[config.mk]
export PLATFORM = sky130hd
export DESIGN_NAME = programSequencer
export DESIGN_NICKNAME = d
export VERILOG_FILES = /design/src/verilog/mipsIsaPkg.sv /design/src/verilog/mipsCtrlPkg.sv /design/src/verilog/programSequencer.sv
export VERILOG_INCLUDE_DIRS = /design/src /design/src/verilog
export SDC_FILE = /design/constraint.sdc
export NUM_CORES = 1
export LEC_CHECK = 0
export ABC_CLOCK_PERIOD_IN_PS = 4300
export BUFFER_PORTS_ARGS = -buffer_cell sky130_fd_sc_hd__buf_2
export CAP_MARGIN = 20
export CELL_PAD_IN_SITES_DETAIL_PLACEMENT = 1
export CELL_PAD_IN_SITES_GLOBAL_PLACEMENT = 2
export CORE_ASPECT_RATIO = 0.9
export CORE_MARGIN = 8
export CORE_UTILIZATION = 29
export CTS_CLUSTER_DIAMETER = 40
export DETAILED_ROUTE_END_ITERATION = 10
export HOLD_SLACK_MARGIN = 0.06
export PLACE_DENSITY_LB_ADDON = 0.1
export SYNTH_ARGS = -nofsm -noshare
export SYNTH_HDL_FRONTEND = slang
export SYNTH_SLANG_ARGS = --single-unit
[constraint.sdc]
create_clock -name clk -period 4.3 [get_ports clk]
set_input_delay 0.43 -clock clk [delete_from_list [all_inputs] [get_ports clk]]
set_output_delay 0.43 -clock clk [all_outputs]
set_load 0.005 [all_outputs]
[src/verilog/mipsConfig.svh]
`ifndef MIPS_CONFIG_SVH
`define MIPS_CONFIG_SVH

// Core build-time parameters

// Data memory depth in 32-bit words
// 64 words means ALU result bits 7:2 form the word address
`define MIPS_DMEM_WORDS 64

// First fetch address once reset is released
`define MIPS_RESET_PC 32'h0000_0000

// Architectural register count, r0 included
`define MIPS_REG_COUNT 32

`endif
[src/verilog/mipsIsaPkg.sv]
package mipsIsaPkg;

    // Primary opcode, instr[31:26]
    typedef enum logic [5:0] {
        opRtype = 6'h00, // Register format, operation in funct
        opJ     = 6'h02, // Absolute jump within 256 MB region
        opBeq   = 6'h04, // Branch if rs equals rt
        opAddi  = 6'h08, // Add sign-extended immediate
        opLw    = 6'h23, // Load word
        opSw    = 6'h2B  // Store word
    } opcodeE;

    // R-type function code, instr[5:0]
    typedef enum logic [5:0] {
        fnAdd = 6'h20, // rd = rs + rt
        fnSub = 6'h22, // rd = rs - rt
        fnAnd = 6'h24, // rd = rs & rt
        fnOr  = 6'h25, // rd = rs | rt
        fnSlt = 6'h2A  // rd = signed rs < rt
    } functE;

    // Internal ALU operation select
    typedef enum logic [2:0] {
        aluAdd = 3'd0, // Also used for address generation
        aluSub = 3'd1, // Also used for beq compare
        aluAnd = 3'd2,
        aluOr  = 3'd3,
        aluSlt = 3'd4  // Signed compare, result is 0 or 1
    } aluOpE;

endpackage

[src/verilog/mipsCtrlPkg.sv]
package mipsCtrlPkg;

    // Decoded control for one instruction
    typedef struct packed {
        logic               regWrite;  // Write back to register file
        logic               regDst;    // Destination is rd, else rt
        logic               aluSrcImm; // Second ALU operand is immediate
        logic               memRead;   // Load from data memory
        logic               memWrite;  // Store to data memory
        logic               memToReg;  // Write-back takes load data
        logic               branch;    // beq, taken when ALU zero
        logic               jump;      // Unconditional jump
        mipsIsaPkg::aluOpE  aluOp;     // ALU operation
    } ctrlT;

    // Record of one committed instruction, registered
    typedef struct packed {
        logic        valid;   // One-cycle strobe per commit
        logic [31:0] pc;      // Address of committed instruction
        logic        regWe;   // Register file was written
        logic [4:0]  wrReg;   // Destination, 0 when regWe low
        logic [31:0] wrData;  // Write-back value, 0 when regWe low
        logic        memWe;   // Data memory was written
        logic [31:0] memAddr; // Word-aligned store address
        logic [31:0] memData; // Store data, 0 when memWe low
    } retireT;

endpackage

[src/verilog/programSequencer.sv]
`timescale 1ns/10ps
`include "mipsConfig.svh"

module programSequencer (
    input  logic                clk,
    input  logic                rstN,
    input  mipsCtrlPkg::ctrlT   ctrl,      // branch, jump, memWrite used
    input  logic [31:0]         instr,     // Immediate and jump index source
    input  logic                zero,      // ALU zero, beq condition
    input  logic                regWe,     // Qualified register write
    input  logic [4:0]          wrReg,
    input  logic [31:0]         wbData,
    input  logic [31:0]         aluResult, // Store address
    input  logic [31:0]         rtData,    // Store data
    output logic [31:0]         pc,        // Fetch address
    output mipsCtrlPkg::retireT retire     // Record of last commit
);

    import mipsCtrlPkg::*;

    logic [31:0] pcPlus4;
    logic [31:0] branchTarget;
    logic [31:0] jumpTarget;
    logic [31:0] nextPc;
    retireT      retireNext; // Record of the instruction now committing

    assign pcPlus4      = pc + 32'd4;
    assign branchTarget = pcPlus4 + {{14{instr[15]}}, instr[15:0], 2'b00}; // Word offset
    assign jumpTarget   = {pcPlus4[31:28], instr[25:0], 2'b00};            // Region kept
    assign nextPc       = ctrl.jump ? jumpTarget :
                          (ctrl.branch && zero) ? branchTarget : pcPlus4;

    always_comb begin
        retireNext         = '0;
        retireNext.valid   = 1'b1;
        retireNext.pc      = pc;
        retireNext.regWe   = regWe;
        retireNext.wrReg   = regWe ? wrReg : 5'd0;   // Fields cleared when unused
        retireNext.wrData  = regWe ? wbData : 32'd0;
        retireNext.memWe   = ctrl.memWrite;
        retireNext.memAddr = ctrl.memWrite ? {aluResult[31:2], 2'b00} : 32'd0;
        retireNext.memData = ctrl.memWrite ? rtData : 32'd0;
    end

    always_ff @(posedge clk or negedge rstN) begin
        if (!rstN) begin
            pc     <= `MIPS_RESET_PC;
            retire <= '0; // No commit seen yet
        end else begin
            pc     <= nextPc;
            retire <= retireNext;
        end
    end

    // Fetch address stays word aligned across every redirect
    assert property (@(posedge clk) disable iff (!rstN) pc[1:0] == 2'b00)
        else $error("PC lost word alignment: %h", pc);

endmodule

==> metrics.cfg <==
[pwr]
p_clk_share_pct = 32.0
pwr-share-comb_pct = 28.2
seq_power_share_pct = 39.8
finalPower_w = 0.00449
p_int_w = 0.00301
power_density_nw_per_um2 = 444
power_leakage_nw = 5.01
sw_frac_of_total_pct = 33.1
irDropWorstVdd_mv = 0.186
netSwitchingPower_w = 0.00149

[sta]
clock.fmax_mhz = 264
skew_ns = 0.0106
setup_violations = 0
finalCriticalPeriod_ns = 3.78
grt_setup_unrepaired = false
hold_violations = 0
fin_crit_sh_pct = 87.9
slew_viol_final = 0
tns_ns = 0
tightest_slew_ns = 0.879
slew_headroom_pct = 41.4

[grt]
grt_pass1_vias = 6628
grt_pass1_wl_mm = 44.6
antenna_found_initial = 4
grt_max_degree = 94
grt_overflow = 0
grt_util_all_layers_pct = 17.7

[synth]
yosysSeqAreaShare_pct = 50.7
synth_area_leaders = dfrtp_1 (51%), and2_1 (8.2%), ha_1 (5.8%), buf_4 (3.5%), xnor2_1 (3.4%)
syn_avg_cell_area_sq_um = 10.9
synthesis.instances = 737
async_flop_share_pct = 100
ys_seq_elements = 162
synth_top_area_cell = dfrtp_1
synth-edff-count = 0
ys_warn_count = 0
synth_cell_types = 66
yosys_most_used_dff = dfrtp_1
synth_top_area_share_pct = 50.7
synth_area_sq_um = 8000

[drt]
wl_met2_mm = 13.6
drc = 0
wl_met1_mm = 13.8
wl_met3_mm = 1.91
wire_per_inst_um = 21.7
first_pass_iters = 4
postRouteAntennaNets = 0
drt_iter0_drc = 280
top_layer = met5
wirelength_mm = 29.7
dr_total_vias = 6287
drt-vias-per-instance = 4.60

[floorplan]
ioPinCount = 316
die_w_um = 191
start_util_pct = 29.6
row_count = 57
coreArea_sq_um = 27000
dieArea_sq_um = 33200
die_h_um = 174

[finish]
fillers = 3152
drive_gt1_share_pct = 35.4
nNetsFinal = 1184
area_delta_synth_final_pct = 26.5
layout_common_cells = buf_2 (292), dfrtp_1 (162), and2_1 (105), a21oi_1 (42), nand2_1 (38)
final_common_cell = buf_2

[worst_setup_path]
critPathMaxFanout = 8
startpoint_type = flop
max_stage_delay_ns = 0.47
critical_path_arrival_ns = 4.08
cp_cell_sequence = nand4_2, or3_1, nor2_1, xor2_1, ha_1, a21oi_1, o21ai_0, o31ai_1, a2111oi_2, a211oi_1, mux2i_1, a211oi_2
cp.required_ns = 4.60
critPathCaptureType = flop
cp.buffers_inverters = 0
critPathTopFamily = compound AO/OA/AOI/OAI gates
criticalPathCategory = reg2reg
cp_slowest_cell = dfrtp_1

[clock_network]
cts_buffer_depth = 2
h-tree-depth = 4
cts_root_buffer = clkbuf_16
tritoncts = built
clock_latency_ns = 0.42
clock-sinks = 162
cts-resized-gates = 0
cts_buffers = 17
cts_setup_buffers = 0
cts_hold_buf = 0
path_clk_slew_ns = 0.07

[job]
maxCapViolCount = 0

[placement]
dpl.hpwl_mm = 24.4
numPortBuffers = 293
gp_congestion = 0.779

[hold_path]
hp-class = in2async

[run_status]
status = complete, no violations

[final cells by class]
class	instances	area [sq um]	share of cell area, %
Clock buffer	20	467	4.61
Sequential cell	162	4050	40.1
Clock inverter	12	96.3	0.952
Inverter	12	45.0	0.445
Timing Repair Buffer	301	1530	15.1
Antenna cell	2	5.00	0.0495
Tap cell	354	443	4.38
Multi-Input combinational cell	504	3470	34.3
[cells in the mapped netlist, drive strengths merged, types with 2 or more instances]
cell type / instances
nor3: 5
a211oi: 12
a21o: 12
a211o: 4
a22oi: 2
conb: 2
clkbuf: 21
xnor2: 32
nand2b: 3
ha: 37
nor2: 36
and2: 106
o221ai: 2
or3: 2
mux2: 5
nand4: 17
o221a: 2
o21ai: 27
o21a: 6
a31oi: 5
a221oi: 5
dfrtp: 162
a2bb2oi: 4
nand3: 22
mux2i: 4
and3: 16
xor2: 14
a21oi: 43
a41oi: 2
o22ai: 3
o31ai: 6
o211ai: 6
inv: 12
o21bai: 4
nor2b: 3
buf: 43
nand2: 38
[final timing paths]
kind | start | to | cells past startpoint | slack, ns
max in group asynchronous | rstN | retire[88] | 2 | 3.14
setup / recovery | pc[8] | pc[29] | 12 | 0.52
setup reg to reg | pc[8] | pc[29] | 12 | 0.52
hold / removal | rstN | retire[68] | 1 | 0.07
hold reg to reg | pc[22] | retire[125] | 0 | 0.44
min in group clk | wbData[10] | retire[75] | 2 | 0.22
[sequential cells by signal, indices dropped and copies added (netlist names)]
register  flops
pc           30
retire      132
[metrics by stage]
stage                     std cells  hold slack (ns)  utilization [%]  cell area [sq um]  setup slack (ns)
after floorplan                 742            0.134                -               8020              1.12
after CTS                      1365            0.118             37.4              10100             0.466
final                          1367           0.0701             37.4              10100             0.519
after global routing           1367            0.134             37.4              10100            0.0538
after global placement         1333            0.401             35.3               9550             0.547
after detailed placement       1333            0.419             35.3               9550             0.492
[routing by layer]
layer	vias up	GRT usage (%)
li1	3043	-
met1	3029	23.8
met2	192	27.7
met3	19	4.65
met4	4	4.39
met5	-	0
[worst register-to-register path: cells and delay by family (launching register included)]
| kind | cells | cell delay [ns] |
|---|---|---|
| AOI/OAI and AO/OA | 6 | 1.46 |
| and+or+nand+nor | 3 | 0.81 |
| DFF | 1 | 0.47 |
| adders and majority gates | 1 | 0.38 |
| muxes | 1 | 0.29 |
| xor gates and xnor gates | 1 | 0.26 |
[power groups by stage]
stage | combinational, W | clock (W) | sequential [W]
global route | 0.00142 | 0.00154 | 0.00181
global placement | 0.00129 | 0 | 0.00181
CTS | 0.00129 | 0.00148 | 0.00179
finish | 0.00127 | 0.00144 | 0.00179
floorplan | 0.000819 | 0 | 0.00181
detailed placement | 0.00128 | 0 | 0.00182
[kinds of logic after synthesis]
kind of cell / synth area share [%]
compound gates: 13.0
flops: 50.7
other cells: 0.0939
simple gates: 17.7
buf+inv: 6.13
fa+ha+maj: 6.04
mux: 1.25
xor+xnor: 5.13
Note: power is estimated with default switching activity, not from simulation.
