## src/verilog/mipsConfig.svh

```systemverilog
`ifndef MIPS_CONFIG_SVH
`define MIPS_CONFIG_SVH

// Core build-time parameters

// Data memory depth in 32-bit words
// 64 words means ALU result bits 7:2 form the word address
`define MIPS_DMEM_WORDS 64

// First fetch address once reset is released
`define MIPS_RESET_PC 32'h0000_0000

// Architectural register count, r0 included
`define MIPS_REG_COUNT 32

`endif
```

## src/verilog/mipsIsaPkg.sv

```systemverilog
package mipsIsaPkg;

    // Primary opcode, instr[31:26]
    typedef enum logic [5:0] {
        opRtype = 6'h00, // Register format, operation in funct
        opJ     = 6'h02, // Absolute jump within 256 MB region
        opBeq   = 6'h04, // Branch if rs equals rt
        opAddi  = 6'h08, // Add sign-extended immediate
        opLw    = 6'h23, // Load word
        opSw    = 6'h2B  // Store word
    } opcodeE;

    // R-type function code, instr[5:0]
    typedef enum logic [5:0] {
        fnAdd = 6'h20, // rd = rs + rt
        fnSub = 6'h22, // rd = rs - rt
        fnAnd = 6'h24, // rd = rs & rt
        fnOr  = 6'h25, // rd = rs | rt
        fnSlt = 6'h2A  // rd = signed rs < rt
    } functE;

    // Internal ALU operation select
    typedef enum logic [2:0] {
        aluAdd = 3'd0, // Also used for address generation
        aluSub = 3'd1, // Also used for beq compare
        aluAnd = 3'd2,
        aluOr  = 3'd3,
        aluSlt = 3'd4  // Signed compare, result is 0 or 1
    } aluOpE;

endpackage

```

## src/verilog/mipsCtrlPkg.sv

```systemverilog
package mipsCtrlPkg;

    // Decoded control for one instruction
    typedef struct packed {
        logic               regWrite;  // Write back to register file
        logic               regDst;    // Destination is rd, else rt
        logic               aluSrcImm; // Second ALU operand is immediate
        logic               memRead;   // Load from data memory
        logic               memWrite;  // Store to data memory
        logic               memToReg;  // Write-back takes load data
        logic               branch;    // beq, taken when ALU zero
        logic               jump;      // Unconditional jump
        mipsIsaPkg::aluOpE  aluOp;     // ALU operation
    } ctrlT;

    // Record of one committed instruction, registered
    typedef struct packed {
        logic        valid;   // One-cycle strobe per commit
        logic [31:0] pc;      // Address of committed instruction
        logic        regWe;   // Register file was written
        logic [4:0]  wrReg;   // Destination, 0 when regWe low
        logic [31:0] wrData;  // Write-back value, 0 when regWe low
        logic        memWe;   // Data memory was written
        logic [31:0] memAddr; // Word-aligned store address
        logic [31:0] memData; // Store data, 0 when memWe low
    } retireT;

endpackage

```

## src/verilog/registerFile.sv

```systemverilog
`timescale 1ns/10ps
`include "mipsConfig.svh"

module registerFile (
    input  logic              clk,
    input  logic              rstN,
    input  mipsCtrlPkg::ctrlT ctrl,   // regWrite and regDst used here
    input  logic [4:0]        rs,     // Read port A index
    input  logic [4:0]        rt,     // Read port B index
    input  logic [4:0]        rd,     // R-type destination
    input  logic [31:0]       wbData, // Write-back value
    output logic [31:0]       rsData,
    output logic [31:0]       rtData,
    output logic [4:0]        wrReg,  // Selected destination
    output logic              regWe   // Qualified write enable
);

    logic [31:0] regs [1:`MIPS_REG_COUNT-1]; // r0 has no storage

    assign wrReg = ctrl.regDst ? rd : rt;
    assign regWe = ctrl.regWrite && (wrReg != 5'd0); // Writes to r0 are dropped

    always_ff @(posedge clk or negedge rstN) begin
        if (!rstN) begin
            for (int i = 1; i < `MIPS_REG_COUNT; i++) begin
                regs[i] <= '0;
            end
        end else if (regWe) begin
            regs[wrReg] <= wbData;
        end
    end

    assign rsData = (rs == 5'd0) ? 32'd0 : regs[rs]; // r0 reads as zero
    assign rtData = (rt == 5'd0) ? 32'd0 : regs[rt];

    // Committed write value is held by its register after the edge
    assert property (@(posedge clk) disable iff (!rstN)
        (regWe && rstN) |=> (regs[$past(wrReg)] == $past(wbData)))
        else $error("Register write did not land in storage");

endmodule

```

## config.mk

```make
export PLATFORM = sky130hd
export DESIGN_NAME = registerFile
export DESIGN_NICKNAME = d
export VERILOG_FILES = /design/src/verilog/mipsIsaPkg.sv /design/src/verilog/mipsCtrlPkg.sv /design/src/verilog/registerFile.sv
export VERILOG_INCLUDE_DIRS = /design/src /design/src/verilog
export SDC_FILE = /design/constraint.sdc
export NUM_CORES = 2
export LEC_CHECK = 0
export BUFFER_PORTS_ARGS = -buffer_cell sky130_fd_sc_hd__buf_4
export CAP_MARGIN = 20
export CORE_ASPECT_RATIO = 1.5
export CORE_UTILIZATION = 41
export CTS_BUF_LIST = sky130_fd_sc_hd__clkbuf_4
export DETAILED_ROUTE_END_ITERATION = 7
export SLEW_MARGIN = 10
export SYNTH_ARGS = -nofsm -noshare
export SYNTH_HDL_FRONTEND = slang
export SYNTH_SLANG_ARGS = --single-unit
```

## constraint.sdc

```tcl
create_clock -name clk -period 2.8 [get_ports clk]
set_clock_uncertainty 0.15 [all_clocks]
set_input_delay 0.42 -clock clk [delete_from_list [all_inputs] [get_ports clk]]
set_output_delay 0.42 -clock clk [all_outputs]
set_load 0.02 [all_outputs]
```

==> impl_results.rst <==
.. list-table::
   :header-rows: 1

   * - Metric
     - Value
   * - Outcome
     - complete, but fails checks
   * - Violated checks
     - negative setup slack
   * - Area share of the largest cell type after synthesis
     - 46.5%
   * - Part of the power in combinational logic
     - 26.9%
   * - Count of maximum capacitance violations
     - 0
   * - Clock latency of the later-clocked register in the worst-skew pair
     - 1240 ps
   * - Core region area
     - 129000 um^2
   * - Final weighted congestion in routability-driven placement
     - 0.846
   * - H-tree Lvls
     - 5
   * - Tightest slew margin relative to the limit
     - 27.9%
   * - Max Freq
     - 266 MHz
   * - Clk Tree Root Cell
     - sky130_fd_sc_hd__clkbuf_4
   * - Total Routing Usage GR
     - 29.2%
   * - Startpoint of the lowest-slack register-to-register path
     - regs[3]
   * - IO Count
     - 130
   * - Synth Net Count
     - 3564
   * - Arrival time at the worst endpoint
     - 3190 ps
   * - Number of cell rows
     - 161
   * - Most numerous cell types in the synthesized netlist
     - 992 x sky130_fd_sc_hd__dfrtp_1, 904 x sky130_fd_sc_hd__mux2_2, 449 x sky130_fd_sc_hd__mux4_2
   * - Die H
     - 444 um
   * - Lkg Pwr
     - 28.5 nW
   * - Critical path endpoint category
     - output pin
   * - Clock transition at the registers of the reported paths
     - 70 ps
   * - Hold WC Path Type
     - in2reg
   * - CTS tree
     - yes
   * - Synth Area per Inst
     - 15.2 um^2
   * - Setup repair after global routing missed its margin
     - true
   * - Worst voltage drop across the vdd grid
     - 415 uV
   * - Hold Crit Endpoint
     - regs[868]
   * - Number of pins with negative max-slew slack in the final report
     - 0
   * - Number of violations reported at the end of detailed-routing iteration 0
     - 2807
   * - Sw Ratio
     - 30.1%
   * - Count of final setup violators
     - 65
   * - Min cycle time layout
     - 3760 ps
   * - Register with the most flip-flops
     - regs
   * - Total DRC errors in the routed layout
     - 0
   * - Cell area reported after detailed placement
     - 60000 um^2
   * - First-pass GRT wire length
     - 275000 um
   * - Vias/cell
     - 6.20
   * - Largest net degree at the start of global routing
     - 105
   * - Post-route ant nets
     - 0
   * - Detailed-placement wirelength estimate
     - 123000 um
   * - Count of input and output buffers
     - 120
   * - Reg2reg end
     - regs[3]
   * - Transition at the pin with the smallest max-transition slack
     - 1080 ps
   * - Number of global-route vias before repair
     - 39.4k
   * - Most instantiated flip-flop cell in the synthesis netlist
     - sky130_fd_sc_hd__dfrtp_1
   * - Cell area after synthesis
     - 53400 um^2
   * - Area occupied by multi-input gates
     - 27300 um^2
   * - Horizontal extent of the die
     - 297 um
   * - Die footprint
     - 132000 um^2
   * - Synth cell types
     - 53
   * - WP data required
     - 2230 ps
   * - Final standard cell area without fillers
     - 65200 um^2
   * - Proportion of power drawn by flip-flops and latches
     - 45.0%
   * - Number of synthesized flops with an enable pin
     - 0
   * - Initial core utilization
     - 41.5%
   * - Register cell area after layout
     - 24800 um^2
   * - Switching Power
     - 0.0136 W
   * - Setup slack after layout
     - -962 ps
   * - Power density over the cells
     - 691 nW/um^2
   * - Worst hold path depth
     - 6
   * - Async SR Flop Fraction
     - 100%
   * - Filler cell count in the final layout
     - 11.1k
   * - Synth Instances
     - 3504
   * - Total grt overflow
     - 0
   * - Post-synthesis sequential area ratio
     - 46.5%
   * - Final Hold Violating Endpoints
     - 0
   * - Initial antenna violation count
     - 13
   * - Worst reg-to-reg path cell count
     - 2
   * - Most frequent cell after synthesis
     - sky130_fd_sc_hd__dfrtp_1
   * - Top cell type by total area after synthesis
     - sky130_fd_sc_hd__dfrtp_1
   * - Synthesis-stage register bit count
     - 992
   * - Period utilisation layout
     - 134%
   * - NumNets Final
     - 4111
   * - CTS Buf Count
     - 277
   * - Max FO, Critical Path
     - 2
   * - Critical path class
     - reg2out
   * - Total number of yosys warnings
     - 0
   * - Total via count in the routed design
     - 36.9k
   * - Clk network pwr share
     - 28.1%
   * - Layout cells sized above 1
     - 59.1%
   * - Cell internal power dissipation
     - 0.0315 W
   * - Top area cells in the synthesized netlist
     - sky130_fd_sc_hd__dfrtp_1 46%, sky130_fd_sc_hd__mux2_2 19%, sky130_fd_sc_hd__mux4_2 19%
   * - Max FFs per register
     - 992
   * - Total length of routed wires
     - 188000 um
   * - Count of clock tree sinks
     - 992
   * - Growth of design area from synthesis to finish
     - 22.0%
   * - Setup Slack @ Placement
     - -264 ps
   * - Wire length per cell
     - 31.7 um
   * - Hold path startpoint
     - rd[2]
   * - Registers with the most flip-flops
     - regs (992)
   * - Worst setup path startpoint
     - regs[554]
   * - Startpoint type of the worst setup path
     - flop
   * - Setup slack on the worst flop-to-flop path
     - 1270 ps
   * - Iteration count of the initial detailed-routing pass
     - 5
   * - Maximum buffer depth of the clock tree
     - 4
==> logic make-up (layout without fill, tap and decap cells) <==
logic type,Yosys count,in the layout,synth area share [%]
AND/OR/NAND/NOR,151,151,1.52
other,0,16,0
buffers and inverters,403,1112,3.73
flip-flops,992,992,46.5
multiplexers,1652,1652,44.0
AO/OA/AOI/OAI,306,306,4.28
==> stage by stage <==
| step | hold slack (ps) | std cells | TNS (ps) | total power (W) | util, % |
|---|---|---|---|---|---|
| 4_1_cts | 9.22 | 5918 | -52090 | 0.0452 | 50.4 |
| 3_3_place_gp | 247 | 5348 | -17450 | 0.0312 | 46.6 |
| 5_1_grt | 35.5 | 5936 | -53100 | 0.0473 | 50.6 |
| 2_1_floorplan | -25.6 | 3504 | 0 | 0.0275 | - |
| 6_report | 88.7 | 5940 | -44570 | 0.0451 | 50.6 |
| 3_5_place_dp | 242 | 5348 | -18220 | 0.0316 | 46.6 |
==> worst max-delay path by stage <==
stage	to	cells after the start	slack, ps
3_5_place_dp	rsData[23]	8	-260
3_3_place_gp	rsData[23]	8	-230
2_1_floorplan	rsData[4]	7	100
6_report	rtData[10]	4	-960
4_1_cts	rtData[10]	4	-1100
5_1_grt	rtData[10]	4	-1090
==> layout by cell type, fill, tap and decap left out, types with 17 or more instances in the layout <==
cell type and n:
sky130_fd_sc_hd__nor2_4 23, sky130_fd_sc_hd__a22oi_1 38, sky130_fd_sc_hd__mux2i_2 17, sky130_fd_sc_hd__buf_12 175, sky130_fd_sc_hd__a221oi_1 20, sky130_fd_sc_hd__a22oi_2 20, sky130_fd_sc_hd__o21ai_0 23, sky130_fd_sc_hd__mux2i_1 115
sky130_fd_sc_hd__buf_6 70, sky130_fd_sc_hd__buf_4 331, sky130_fd_sc_hd__clkbuf_4 386, sky130_fd_sc_hd__o22ai_2 18, sky130_fd_sc_hd__o22ai_1 24, sky130_fd_sc_hd__dfrtp_1 992, sky130_fd_sc_hd__dlygate4sd3_1 72, sky130_fd_sc_hd__nand2_1 35
sky130_fd_sc_hd__clkinv_1 43, sky130_fd_sc_hd__nand3_1 19, sky130_fd_sc_hd__o211ai_1 37, sky130_fd_sc_hd__mux4_2 449, sky130_fd_sc_hd__mux2_1 161, sky130_fd_sc_hd__a221o_1 20, sky130_fd_sc_hd__mux2_2 898
==> area by class of cell <==
cell class	count	area share [%]
multi-input combinational	2109	42.0
sequential	992	38.1
timing repair buffer	655	11.7
clock buffer	386	4.45
tap	1711	3.29
clock inverter	55	0.371
inverter	16	0.0941
antenna	16	0.0614
==> routing by layer <==
metal / GRT usage (%) / share of wire (%)
met1: 37.5 / 40
met4: 13.6 / 5.0
met2: 47.3 / 49
met5: 0 / 0.021
met3: 5.67 / 6.4
==> what timing repair did <==
action                                 4_1_cts  5_1_grt
endpoints found under the hold margin     1984        0
resized for setup                          146       51
pin swaps                                   73       31
setup buffers                               56        7
setup endpoints to repair                   64       71
hold buffers                                74        0
==> critical path, stage by stage (launching register included) <==
cell and delay [ps]:
sky130_fd_sc_hd__dfrtp_1 390, sky130_fd_sc_hd__mux4_2 460, sky130_fd_sc_hd__mux4_2 500, sky130_fd_sc_hd__a221o_1 390, sky130_fd_sc_hd__buf_6 170
==> power groups by stage <==
stage,clock (W),combinational (W),sequential (W)
6_report,0.0127,0.0121,0.0203
5_1_grt,0.0138,0.0129,0.0207
4_1_cts,0.0130,0.0120,0.0202
3_5_place_dp,0,0.0112,0.0205
3_3_place_gp,0,0.0110,0.0203
2_1_floorplan,0,0.00800,0.0195
(Power assumes the default switching activity.)
