### src/verilog/mipsConfig.svh
`ifndef MIPS_CONFIG_SVH
`define MIPS_CONFIG_SVH

// Core build-time parameters

// Data memory depth in 32-bit words
// 64 words means ALU result bits 7:2 form the word address
`define MIPS_DMEM_WORDS 64

// First fetch address once reset is released
`define MIPS_RESET_PC 32'h0000_0000

// Architectural register count, r0 included
`define MIPS_REG_COUNT 32

`endif
### src/verilog/mipsIsaPkg.sv
package mipsIsaPkg;

    // Primary opcode, instr[31:26]
    typedef enum logic [5:0] {
        opRtype = 6'h00, // Register format, operation in funct
        opJ     = 6'h02, // Absolute jump within 256 MB region
        opBeq   = 6'h04, // Branch if rs equals rt
        opAddi  = 6'h08, // Add sign-extended immediate
        opLw    = 6'h23, // Load word
        opSw    = 6'h2B  // Store word
    } opcodeE;

    // R-type function code, instr[5:0]
    typedef enum logic [5:0] {
        fnAdd = 6'h20, // rd = rs + rt
        fnSub = 6'h22, // rd = rs - rt
        fnAnd = 6'h24, // rd = rs & rt
        fnOr  = 6'h25, // rd = rs | rt
        fnSlt = 6'h2A  // rd = signed rs < rt
    } functE;

    // Internal ALU operation select
    typedef enum logic [2:0] {
        aluAdd = 3'd0, // Also used for address generation
        aluSub = 3'd1, // Also used for beq compare
        aluAnd = 3'd2,
        aluOr  = 3'd3,
        aluSlt = 3'd4  // Signed compare, result is 0 or 1
    } aluOpE;

endpackage

### src/verilog/mipsCtrlPkg.sv
package mipsCtrlPkg;

    // Decoded control for one instruction
    typedef struct packed {
        logic               regWrite;  // Write back to register file
        logic               regDst;    // Destination is rd, else rt
        logic               aluSrcImm; // Second ALU operand is immediate
        logic               memRead;   // Load from data memory
        logic               memWrite;  // Store to data memory
        logic               memToReg;  // Write-back takes load data
        logic               branch;    // beq, taken when ALU zero
        logic               jump;      // Unconditional jump
        mipsIsaPkg::aluOpE  aluOp;     // ALU operation
    } ctrlT;

    // Record of one committed instruction, registered
    typedef struct packed {
        logic        valid;   // One-cycle strobe per commit
        logic [31:0] pc;      // Address of committed instruction
        logic        regWe;   // Register file was written
        logic [4:0]  wrReg;   // Destination, 0 when regWe low
        logic [31:0] wrData;  // Write-back value, 0 when regWe low
        logic        memWe;   // Data memory was written
        logic [31:0] memAddr; // Word-aligned store address
        logic [31:0] memData; // Store data, 0 when memWe low
    } retireT;

endpackage

### src/verilog/aluUnit.sv
`timescale 1ns/10ps

module aluUnit (
    input  mipsCtrlPkg::ctrlT ctrl,      // aluOp and aluSrcImm used here
    input  logic [31:0]       rsData,    // First operand
    input  logic [31:0]       rtData,    // Register second operand
    input  logic [15:0]       imm,       // Raw immediate field
    output logic [31:0]       aluResult, // Operation result
    output logic              zero       // Result is zero, for beq
);

    import mipsIsaPkg::*;

    logic [31:0] immExt; // Sign-extended immediate
    logic [31:0] opB;    // Selected second operand

    assign immExt = {{16{imm[15]}}, imm};
    assign opB    = ctrl.aluSrcImm ? immExt : rtData; // I-type uses immediate

    always_comb begin
        case (ctrl.aluOp)
            aluAdd:  aluResult = rsData + opB;
            aluSub:  aluResult = rsData - opB;
            aluAnd:  aluResult = rsData & opB;
            aluOr:   aluResult = rsData | opB;
            aluSlt:  aluResult = {31'd0, $signed(rsData) < $signed(opB)}; // Signed compare
            default: aluResult = '0;
        endcase
    end

    assign zero = (aluResult == 32'd0);

endmodule

### config.mk
export PLATFORM = sky130hd
export DESIGN_NAME = aluUnit
export DESIGN_NICKNAME = d
export VERILOG_FILES = /design/src/verilog/mipsConfig.svh /design/src/verilog/mipsIsaPkg.sv /design/src/verilog/mipsCtrlPkg.sv /design/src/verilog/aluUnit.sv
export SDC_FILE = /design/constraint.sdc
export NUM_CORES = 1
export LEC_CHECK = 0
export BUFFER_PORTS_ARGS = -buffer_cell sky130_fd_sc_hd__buf_2
export CAP_MARGIN = 40
export CORE_ASPECT_RATIO = 0.9
export CORE_MARGIN = 4
export CORE_UTILIZATION = 55
export DETAILED_ROUTE_END_ITERATION = 8
export PLACE_DENSITY = 0.78
export RECOVER_POWER = 100
export SYNTH_ARGS = -nofsm -noshare
export SYNTH_HDL_FRONTEND = slang
export SYNTH_SLANG_ARGS = --single-unit
### constraint.sdc
create_clock -name vclk -period 15.41
set_input_delay 3.082 -clock vclk [all_inputs]
set_output_delay 3.082 -clock vclk [all_outputs]
set_load 0.05 [all_outputs]
==> metrics.csv, run 1 <==
metric,value,unit
gp_congestion,1.01,
grt_setup_unrepaired,no,
cpLargestDelayFamily,compound AO/OA/AOI/OAI gates,
critPathMaxStageDelay,1.02,ns
vias,7001,
post-dp-hpwl,16.1,mm
power,0.321,mW
required,12.33,ns
design.seq.count,0,
pre_cts_ws,4.47,ns
multi_input_area,5270,sq um
synth_common_cells,"ha_1 (106), inv_1 (102), a21oi_1 (87), nand2_1 (76), nor2_1 (71)",
yosysTopAreaCell,ha_1,
first_pass_iters,5,
slew_viol_final,0,
n_antenna_cell,0,
grt_max_degree,89,
powerDensity,49.8,nW/um^2
synth_cell_types,85,
die_w,117,um
io_buffers,117,
yosys.area.top_type_share,22.4,%
area_growth_syn_to_layout,8.81,%
path_buf_inv,4,
overflow,0,
crit_top_cell,a21oi_1,
core-area,10400,sq um
grt_pass1_wl,32.1,mm
synth_area_leaders,"ha_1 (22%), a21oi_1 (7.4%), inv_1 (6.5%)",
initial_utilization,57.1,%
initialDrtViolationCount,698,
ys_seq_area_share,0,%
setup_slack,2.85,ns
crit_fanout,17,
cts_setup_buffers,0,
drive_gt1_share,13.2,%
grt_antenna_before_repair,0,
drt-total-wl,19.9,mm
maxCapViolations,0,
fillers,1072,
start_kind,input pin,
yosysMostFrequentCell,ha_1,
cts_resized,0,
die_h,106,um
die_area,12500,sq um
ir_drop,20.4,uV
io_pins,124,
fin_cells,1096,
drcViolationCount,0,
path_depth,16,
cp_slowest_cell,a2111oi_0,
layout.nets,1168,
grt_usage,30.2,%
dp_cells,1096,
startpoint,ctrl[8],
synth.avg_cell_area,6.63,sq um
min_period,12.56,ns
yosysWarnings,0,
hold_viol,0,
via_per_inst,6.39,
cp-end-kind,output pin,
hold_path.class,input pin to output pin,
synth_cells,893,
timing.fmax,79.6,MHz
p_leak,3.13,nW
worstMarginPinSlew,1.28,ns
fin_util,62.1,%
outcome,"complete, no violations",
antenna_left,0,
hold_buffers,0,
ff_latch_area,0,sq um
syn_area,5920,sq um
setup_violations,0,
critPathCapture,zero,
finalCritPeriodShare,81.5,%
clkbuf_count,0,
row_count,35,
routedWlPerCell,18.1,um
path_cells,clkbuf_1 > clkinv_1 > a21oi_1 > ha_1 > inv_2 > a21oi_1 > o31ai_1 > a2111oi_0 > a21oi_1 > nor2_1 > mux2i_1 > a2111oi_0 > nor4_2 > nand4_1 > nor2_1 > clkbuf_1,
grt_pass1_vias,6378,
worstPathArrival,9.47,ns
relSlewSlack,14.4,%
fin_tns_setup,0,ns
worst-setup-path-type,input pin to output pin,
synth_fp_nets,1092,
-- per-layer routing --
| layer | vias to the layer above | track usage [%] | part of all wire, % |
|---|---|---|---|
| met2 | 359 | 50.5 | 44 |
| met4 | 0 | 4.02 | 1.4 |
| met1 | 3226 | 43.2 | 45 |
| met5 | - | 0 | 0 |
| met3 | 39 | 2.82 | 9.4 |
| li1 | 3377 | - | - |
-- power breakdown --
group	leakage, nW	internal [mW]	switching, mW
logic	3.13	0.102	0.219
registers	0	0	0
clock network	0	0	0
total	3.13	0.102	0.219
-- how the worst min path moves through the flow --
stage / from / end / cells after the start
finish: ctrl[2] / aluResult[1] / 3
global route: ctrl[2] / aluResult[1] / 3
CTS: ctrl[2] / aluResult[1] / 3
detailed placement: ctrl[2] / aluResult[1] / 3
global placement: ctrl[2] / aluResult[1] / 3
floorplan: ctrl[2] / aluResult[24] / 1
-- stage by stage --
| stage | cell area (sq um) | hold slack, ns |
|---|---|---|
| final | 6440 | 6.74 |
| after CTS | 6500 | 6.66 |
| after global routing | 6440 | 6.76 |
| after detailed placement | 6500 | 6.66 |
| after floorplan | 5920 | 6.27 |
| after global placement | 6480 | 6.65 |
-- placed cells by master, fill, tap and decap left out, types with 17 or more instances in the layout --
cell type,instances
ha_1,106
inv_1,102
a21oi_1,87
buf_2,87
nand2_1,76
nor2_1,71
o21ai_0,55
clkbuf_1,30
mux2i_1,23
o211ai_1,22
nor3_1,19
a21o_1,17
-- final cells by class --
cell class,instances,area share [%]
Multi-Input combinational cell,736,81.8
Timing Repair Buffer,124,9.44
Tap cell,129,2.50
Inverter,107,6.23
-- cell families after synthesis --
| family | after synthesis | synth area share (%) |
|---|---|---|
| buffers and inverters | 157 | 10.7 |
| XOR/XNOR | 15 | 2.22 |
| multiplexers | 25 | 4.46 |
| adder cells (fa/ha/maj) | 108 | 23.1 |
| AND/OR/NAND/NOR | 253 | 20.8 |
| AO/OA/AOI/OAI | 335 | 38.8 |
No activity file was read; power rests on OpenSTA's default activity.
==> inputs of run 2 (changes only) <==
CORE_UTILIZATION = 53   (was 55)
PLACE_DENSITY = 0.79   (was 0.78)
clock period = 10.3 ns   (was 15.41 ns; I/O delays follow)
==> run 2 against run 1 <==
Via count is 0.29% lower. Combinational power is 49% higher. Die area is 3.5% higher. Global-route usage is 1.3 points lower. Non-clock buffer count is 1 higher. Routed wire length is 1.0% lower. Critical path depth is 2 lower. First-iteration DRC count is 14% higher. Clock-buffer cell count stayed put. Sequential share of layout area stayed put.
==> metrics.csv, run 2 (synthesis gave the netlist of run 1 again) <==
metric,value,unit,change
worstPathArrival,7.20,ns,-2.27 ns
p_leak,3.15,nW,+0.60%
cpLargestDelayFamily,simple AND/OR/NAND/NOR gates,,
hold_buffers,0,,unchanged
ir_drop,50.1,uV,+150%
path_buf_inv,2,,-2
worst-setup-path-type,input pin to output pin,,
hold_path.class,input pin to output pin,,
powerDensity,73.7,nW/um^2,+48%
grt_pass1_vias,6284,,-1.5%
io_pins,124,,unchanged
die_h,108,um,+1.7%
whs_endpoint,aluResult[1],,
maxCapViolations,0,,unchanged
layout.nets,1169,,+0.086%
gp_congestion,1.01,,-0.65%
crit_fanout,17,,unchanged
row_count,36,,+2.9%
grt_max_degree,53,,-40%
min_from,ctrl[2],,
clkbuf_count,0,,unchanged
ff_latch_area,0,sq um,unchanged
drcViolationCount,0,,unchanged
initial_utilization,54.6,%,-2.5 points
critPathMaxStageDelay,0.73,ns,-0.29 ns
grt_setup_unrepaired,no,,
required,8.24,ns,-4.09 ns
io_buffers,117,,unchanged
path_depth,14,,-2
holdPathStages,3,,unchanged
post-dp-hpwl,16.1,mm,+0.10%
power,0.479,mW,+49%
finalCritPeriodShare,89.9,%,
via_per_inst,6.23,,-2.4%
cp_slowest_cell,and2_0,,
timing.fmax,108,MHz,
fin_tns_setup,0,ns,unchanged
min_period,9.26,ns,
cp-end-kind,output pin,,
routedWlPerCell,17.6,um,-3.1%
layout_commonest_cell,ha_1,,
grt_use_met3,3.45,%,+0.63 points
cts_setup_buffers,0,,unchanged
relSlewSlack,20.4,%,+6.0 points
drive_gt1_share,13.6,%,+0.40 points
die_w,119,um,+1.7%
overflow,0,,unchanged
top_usage_layer,met2,,
die_area,12900,sq um,+3.5%
setup_violations,0,,unchanged
hold_viol,0,,unchanged
vias,6981,,-0.29%
slew_viol_final,0,,unchanged
core-area,10900,sq um,+4.6%
grt_usage,28.9,%,-1.3 points
first_pass_iters,7,,+2
antenna_left,0,,unchanged
gr-usage-met2,46.9,%,-3.6 points
design.seq.count,0,,unchanged
start_kind,input pin,,
area_growth_syn_to_layout,9.68,%,
mostFrequentLayoutCells,"ha_1 (106), inv_1 (102), buf_2 (90)",,
drt-total-wl,19.7,mm,-1.0%
gr-usage-met1,41.4,%,-1.8 points
path_cells,buf_2 > and2_0 > a21oi_1 > ha_1 > nor4_1 > o2111ai_1 > a21oi_1 > o211ai_1 > a211oi_1 > nand4_1 > nor4b_2 > nand4_1 > nor2_1 > clkbuf_1,,
worstMarginPinSlew,1.16,ns,-0.120 ns
initialDrtViolationCount,797,,+14%
grt_antenna_before_repair,0,,unchanged
n_antenna_cell,0,,unchanged
cts_resized,0,,unchanged
outcome,"complete, no violations",,
grt_pass1_wl,31.4,mm,-2.2%
## run 2: cell count changes in the layout (fill, tap and decap cells not counted), sizes merged
cell and delta:
buf +4, clkbuf -3
## run 2: power breakdown
part | leakage, nW | internal, mW | switching [mW]
Clock | 0 | 0 | 0
Combinational | 3.15 | 0.155 | 0.324
Sequential | 0 | 0 | 0
## run 2: how the worst max path moves through the flow
stage               startpoint    to  slack, ns
CTS                    ctrl[8]  zero       1.55
global placement       ctrl[8]  zero       1.62
finish                 ctrl[8]  zero       1.04
global route           ctrl[8]  zero       0.80
detailed placement     ctrl[8]  zero       1.58
floorplan              ctrl[8]  zero       1.52
## run 2: cell type report
| class | instances | area [sq um] |
|---|---|---|
| multi-input cells | 736 | 5280 |
| fillers | 1100 | 4360 |
| repair buffers | 125 | 627 |
| inverters | 107 | 402 |
| well taps | 152 | 190 |
## run 2: per-stage QoR
| step | cell area (sq um) | hold slack, ns | setup slack [ns] | std cells | utilization (%) |
|---|---|---|---|---|---|
| global route | 6490 | 4.72 | 0.795 | 1120 | 59.8 |
| CTS | 6550 | 4.61 | 1.55 | 1120 | 60.3 |
| finish | 6490 | 4.69 | 1.04 | 1120 | 59.8 |
| detailed placement | 6550 | 4.61 | 1.58 | 1120 | 60.3 |
| global placement | 6510 | 4.60 | 1.62 | 1117 | 59.9 |
| floorplan | 5920 | 4.23 | 1.52 | 893 | - |
## run 2: routing by layer
layer  vias to the layer above  part of all wire, %
met4                         0                  2.6
met3                        50                  9.7
met5                         -                    0
li1                       3390                    -
met1                      3180                   45
met2                       361                   43
==> inputs of run 3 (changes only) <==
ABC_CLOCK_PERIOD_IN_PS = 10300   (was unset)
RECOVER_POWER = 50   (was 100)
==> run 3 against run 2 <==
Clock-buffer cell count is the same. Cell count is the same. Power grew 0.60%. Via count grew 0.24%. Sequential cell count is the same. Maximum frequency grew 1.8%. Non-clock buffer count is the same. Die area is the same. Routed wire length grew 0.17%. Critical path depth is the same. Setup slack gained 0.17 ns. Largest power group unchanged. Highest routed layer unchanged.
==> metrics.csv, run 3 (synthesis gave the netlist of run 1 again) <==
metric,value,unit,change
outcome,"complete, no violations",,
grt_pass1_wl,31.4,mm,unchanged
start_kind,input pin,,
die_area,12900,sq um,unchanged
power,0.482,mW,+0.60%
powerDensity,73.9,nW/um^2,+0.21%
antenna_left,0,,unchanged
io_pins,124,,unchanged
crit_fanout,17,,unchanged
grt_setup_unrepaired,no,,
cts_resized,0,,unchanged
fin_tns_setup,0,ns,unchanged
cts_setup_buffers,0,,unchanged
slew_viol_final,0,,unchanged
die_h,108,um,unchanged
timing.fmax,110,MHz,+1.8%
drive_gt1_share,15.3,%,+1.7 points
die_w,119,um,unchanged
worst-setup-path-type,input pin to output pin,,
clkbuf_count,0,,unchanged
first_pass_iters,7,,unchanged
grt_usage,28.9,%,unchanged
sw_frac_of_total,67.4,%,-0.34 points
vias,6998,,+0.24%
grt_pass1_vias,6284,,unchanged
setup_violations,0,,unchanged
via_per_inst,6.25,,+0.24%
relSlewSlack,40.5,%,+20 points
maxCapViolations,0,,unchanged
hold_path.class,input pin to output pin,,
core-area,10900,sq um,unchanged
initial_utilization,54.6,%,unchanged
post-dp-hpwl,16.1,mm,unchanged
ff_latch_area,0,sq um,unchanged
ir_drop,50.0,uV,-0.16%
mostFrequentLayoutCells,"ha_1 (106), buf_2 (105), inv_1 (102)",,
hold_buffers,0,,unchanged
worstPathArrival,7.03,ns,-0.17 ns
layout.nets,1169,,unchanged
worstMarginPinSlew,0.893,ns,-0.271 ns
n_antenna_cell,0,,unchanged
switchingPower,0.325,mW,about the same
layout_commonest_cell,ha_1,,
power_frac_seq,0,%,unchanged
fillers,1091,,-0.82%
gp_congestion,1.01,,unchanged
grt_antenna_before_repair,0,,unchanged
initialDrtViolationCount,852,,+6.9%
hold_viol,0,,unchanged
p_leak,3.21,nW,+1.7%
min_period,9.09,ns,-0.165 ns
combPwrFrac,100.0,%,about the same
clkPwrFrac,0,%,unchanged
cp-end-kind,output pin,,
design.seq.count,0,,unchanged
overflow,0,,unchanged
fin_util,60.1,%,+0.23 points
row_count,36,,unchanged
final_design_area_no_fill,6520,sq um,+0.39%
placed_area,6550,sq um,unchanged
required,8.24,ns,about the same
routedWlPerCell,17.6,um,+0.17%
drt-total-wl,19.7,mm,+0.17%
cell_internal_pwr,0.157,mW,+1.7%
area_growth_syn_to_layout,10.1,%,
io_buffers,117,,unchanged
grt_max_degree,53,,unchanged
finalCritPeriodShare,88.3,%,-1.6 points
drcViolationCount,0,,unchanged
## run 3: cell type report
cell class / count / area, sq um / share of cell area (%)
Inverter: 107 / 402 / 6.16
Tap cell: 152 / 190 / 2.92
Multi-Input combinational cell: 736 / 5280 / 81.0
Timing Repair Buffer: 125 / 646 / 9.90
## run 3: through the flow
stage | setup WS (ns) | hold WS [ns] | instances
6_report | 1.21 | 4.64 | 1120
3_5_place_dp | 1.58 | 4.61 | 1120
5_1_grt | 1.01 | 4.66 | 1120
4_1_cts | 1.55 | 4.61 | 1120
3_3_place_gp | 1.62 | 4.60 | 1117
2_1_floorplan | 1.52 | 4.23 | 893
## run 3: final timing paths
kind                    start             to  slack, ns  cells past startpoint
worst max-delay path  ctrl[8]           zero       1.21                     14
worst min-delay path  ctrl[2]  aluResult[24]       4.64                      3
## run 3: routing by layer
layer / routed length (um) / GRT usage, % / share of wire (%)
met4: 494 / 5.81 / 2.5
met2: 8380 / 46.9 / 43
met5: 0 / 0 / 0
met3: 1990 / 3.45 / 10
met1: 8840 / 41.4 / 45
## run 3: worst max-delay path, stage by stage
cell and delay (ns):
buf_2 0.40, and2_0 0.72, a21oi_1 0.19, ha_1 0.48, nor4_1 0.68, o2111ai_1 0.37
a21oi_1 0.32, o211ai_1 0.16, a211oi_1 0.36, nand4_1 0.21, nor4b_2 0.51, nand4_1 0.15
nor2_1 0.13, buf_2 0.27
## run 3: power groups by stage
| stage | combinational, mW | clock (mW) | sequential [mW] |
|---|---|---|---|
| floorplan | 0.357 | 0 | 0 |
| global placement | 0.468 | 0 | 0 |
| detailed placement | 0.473 | 0 | 0 |
| CTS | 0.475 | 0 | 0 |
| global route | 0.524 | 0 | 0 |
| finish | 0.482 | 0 | 0 |
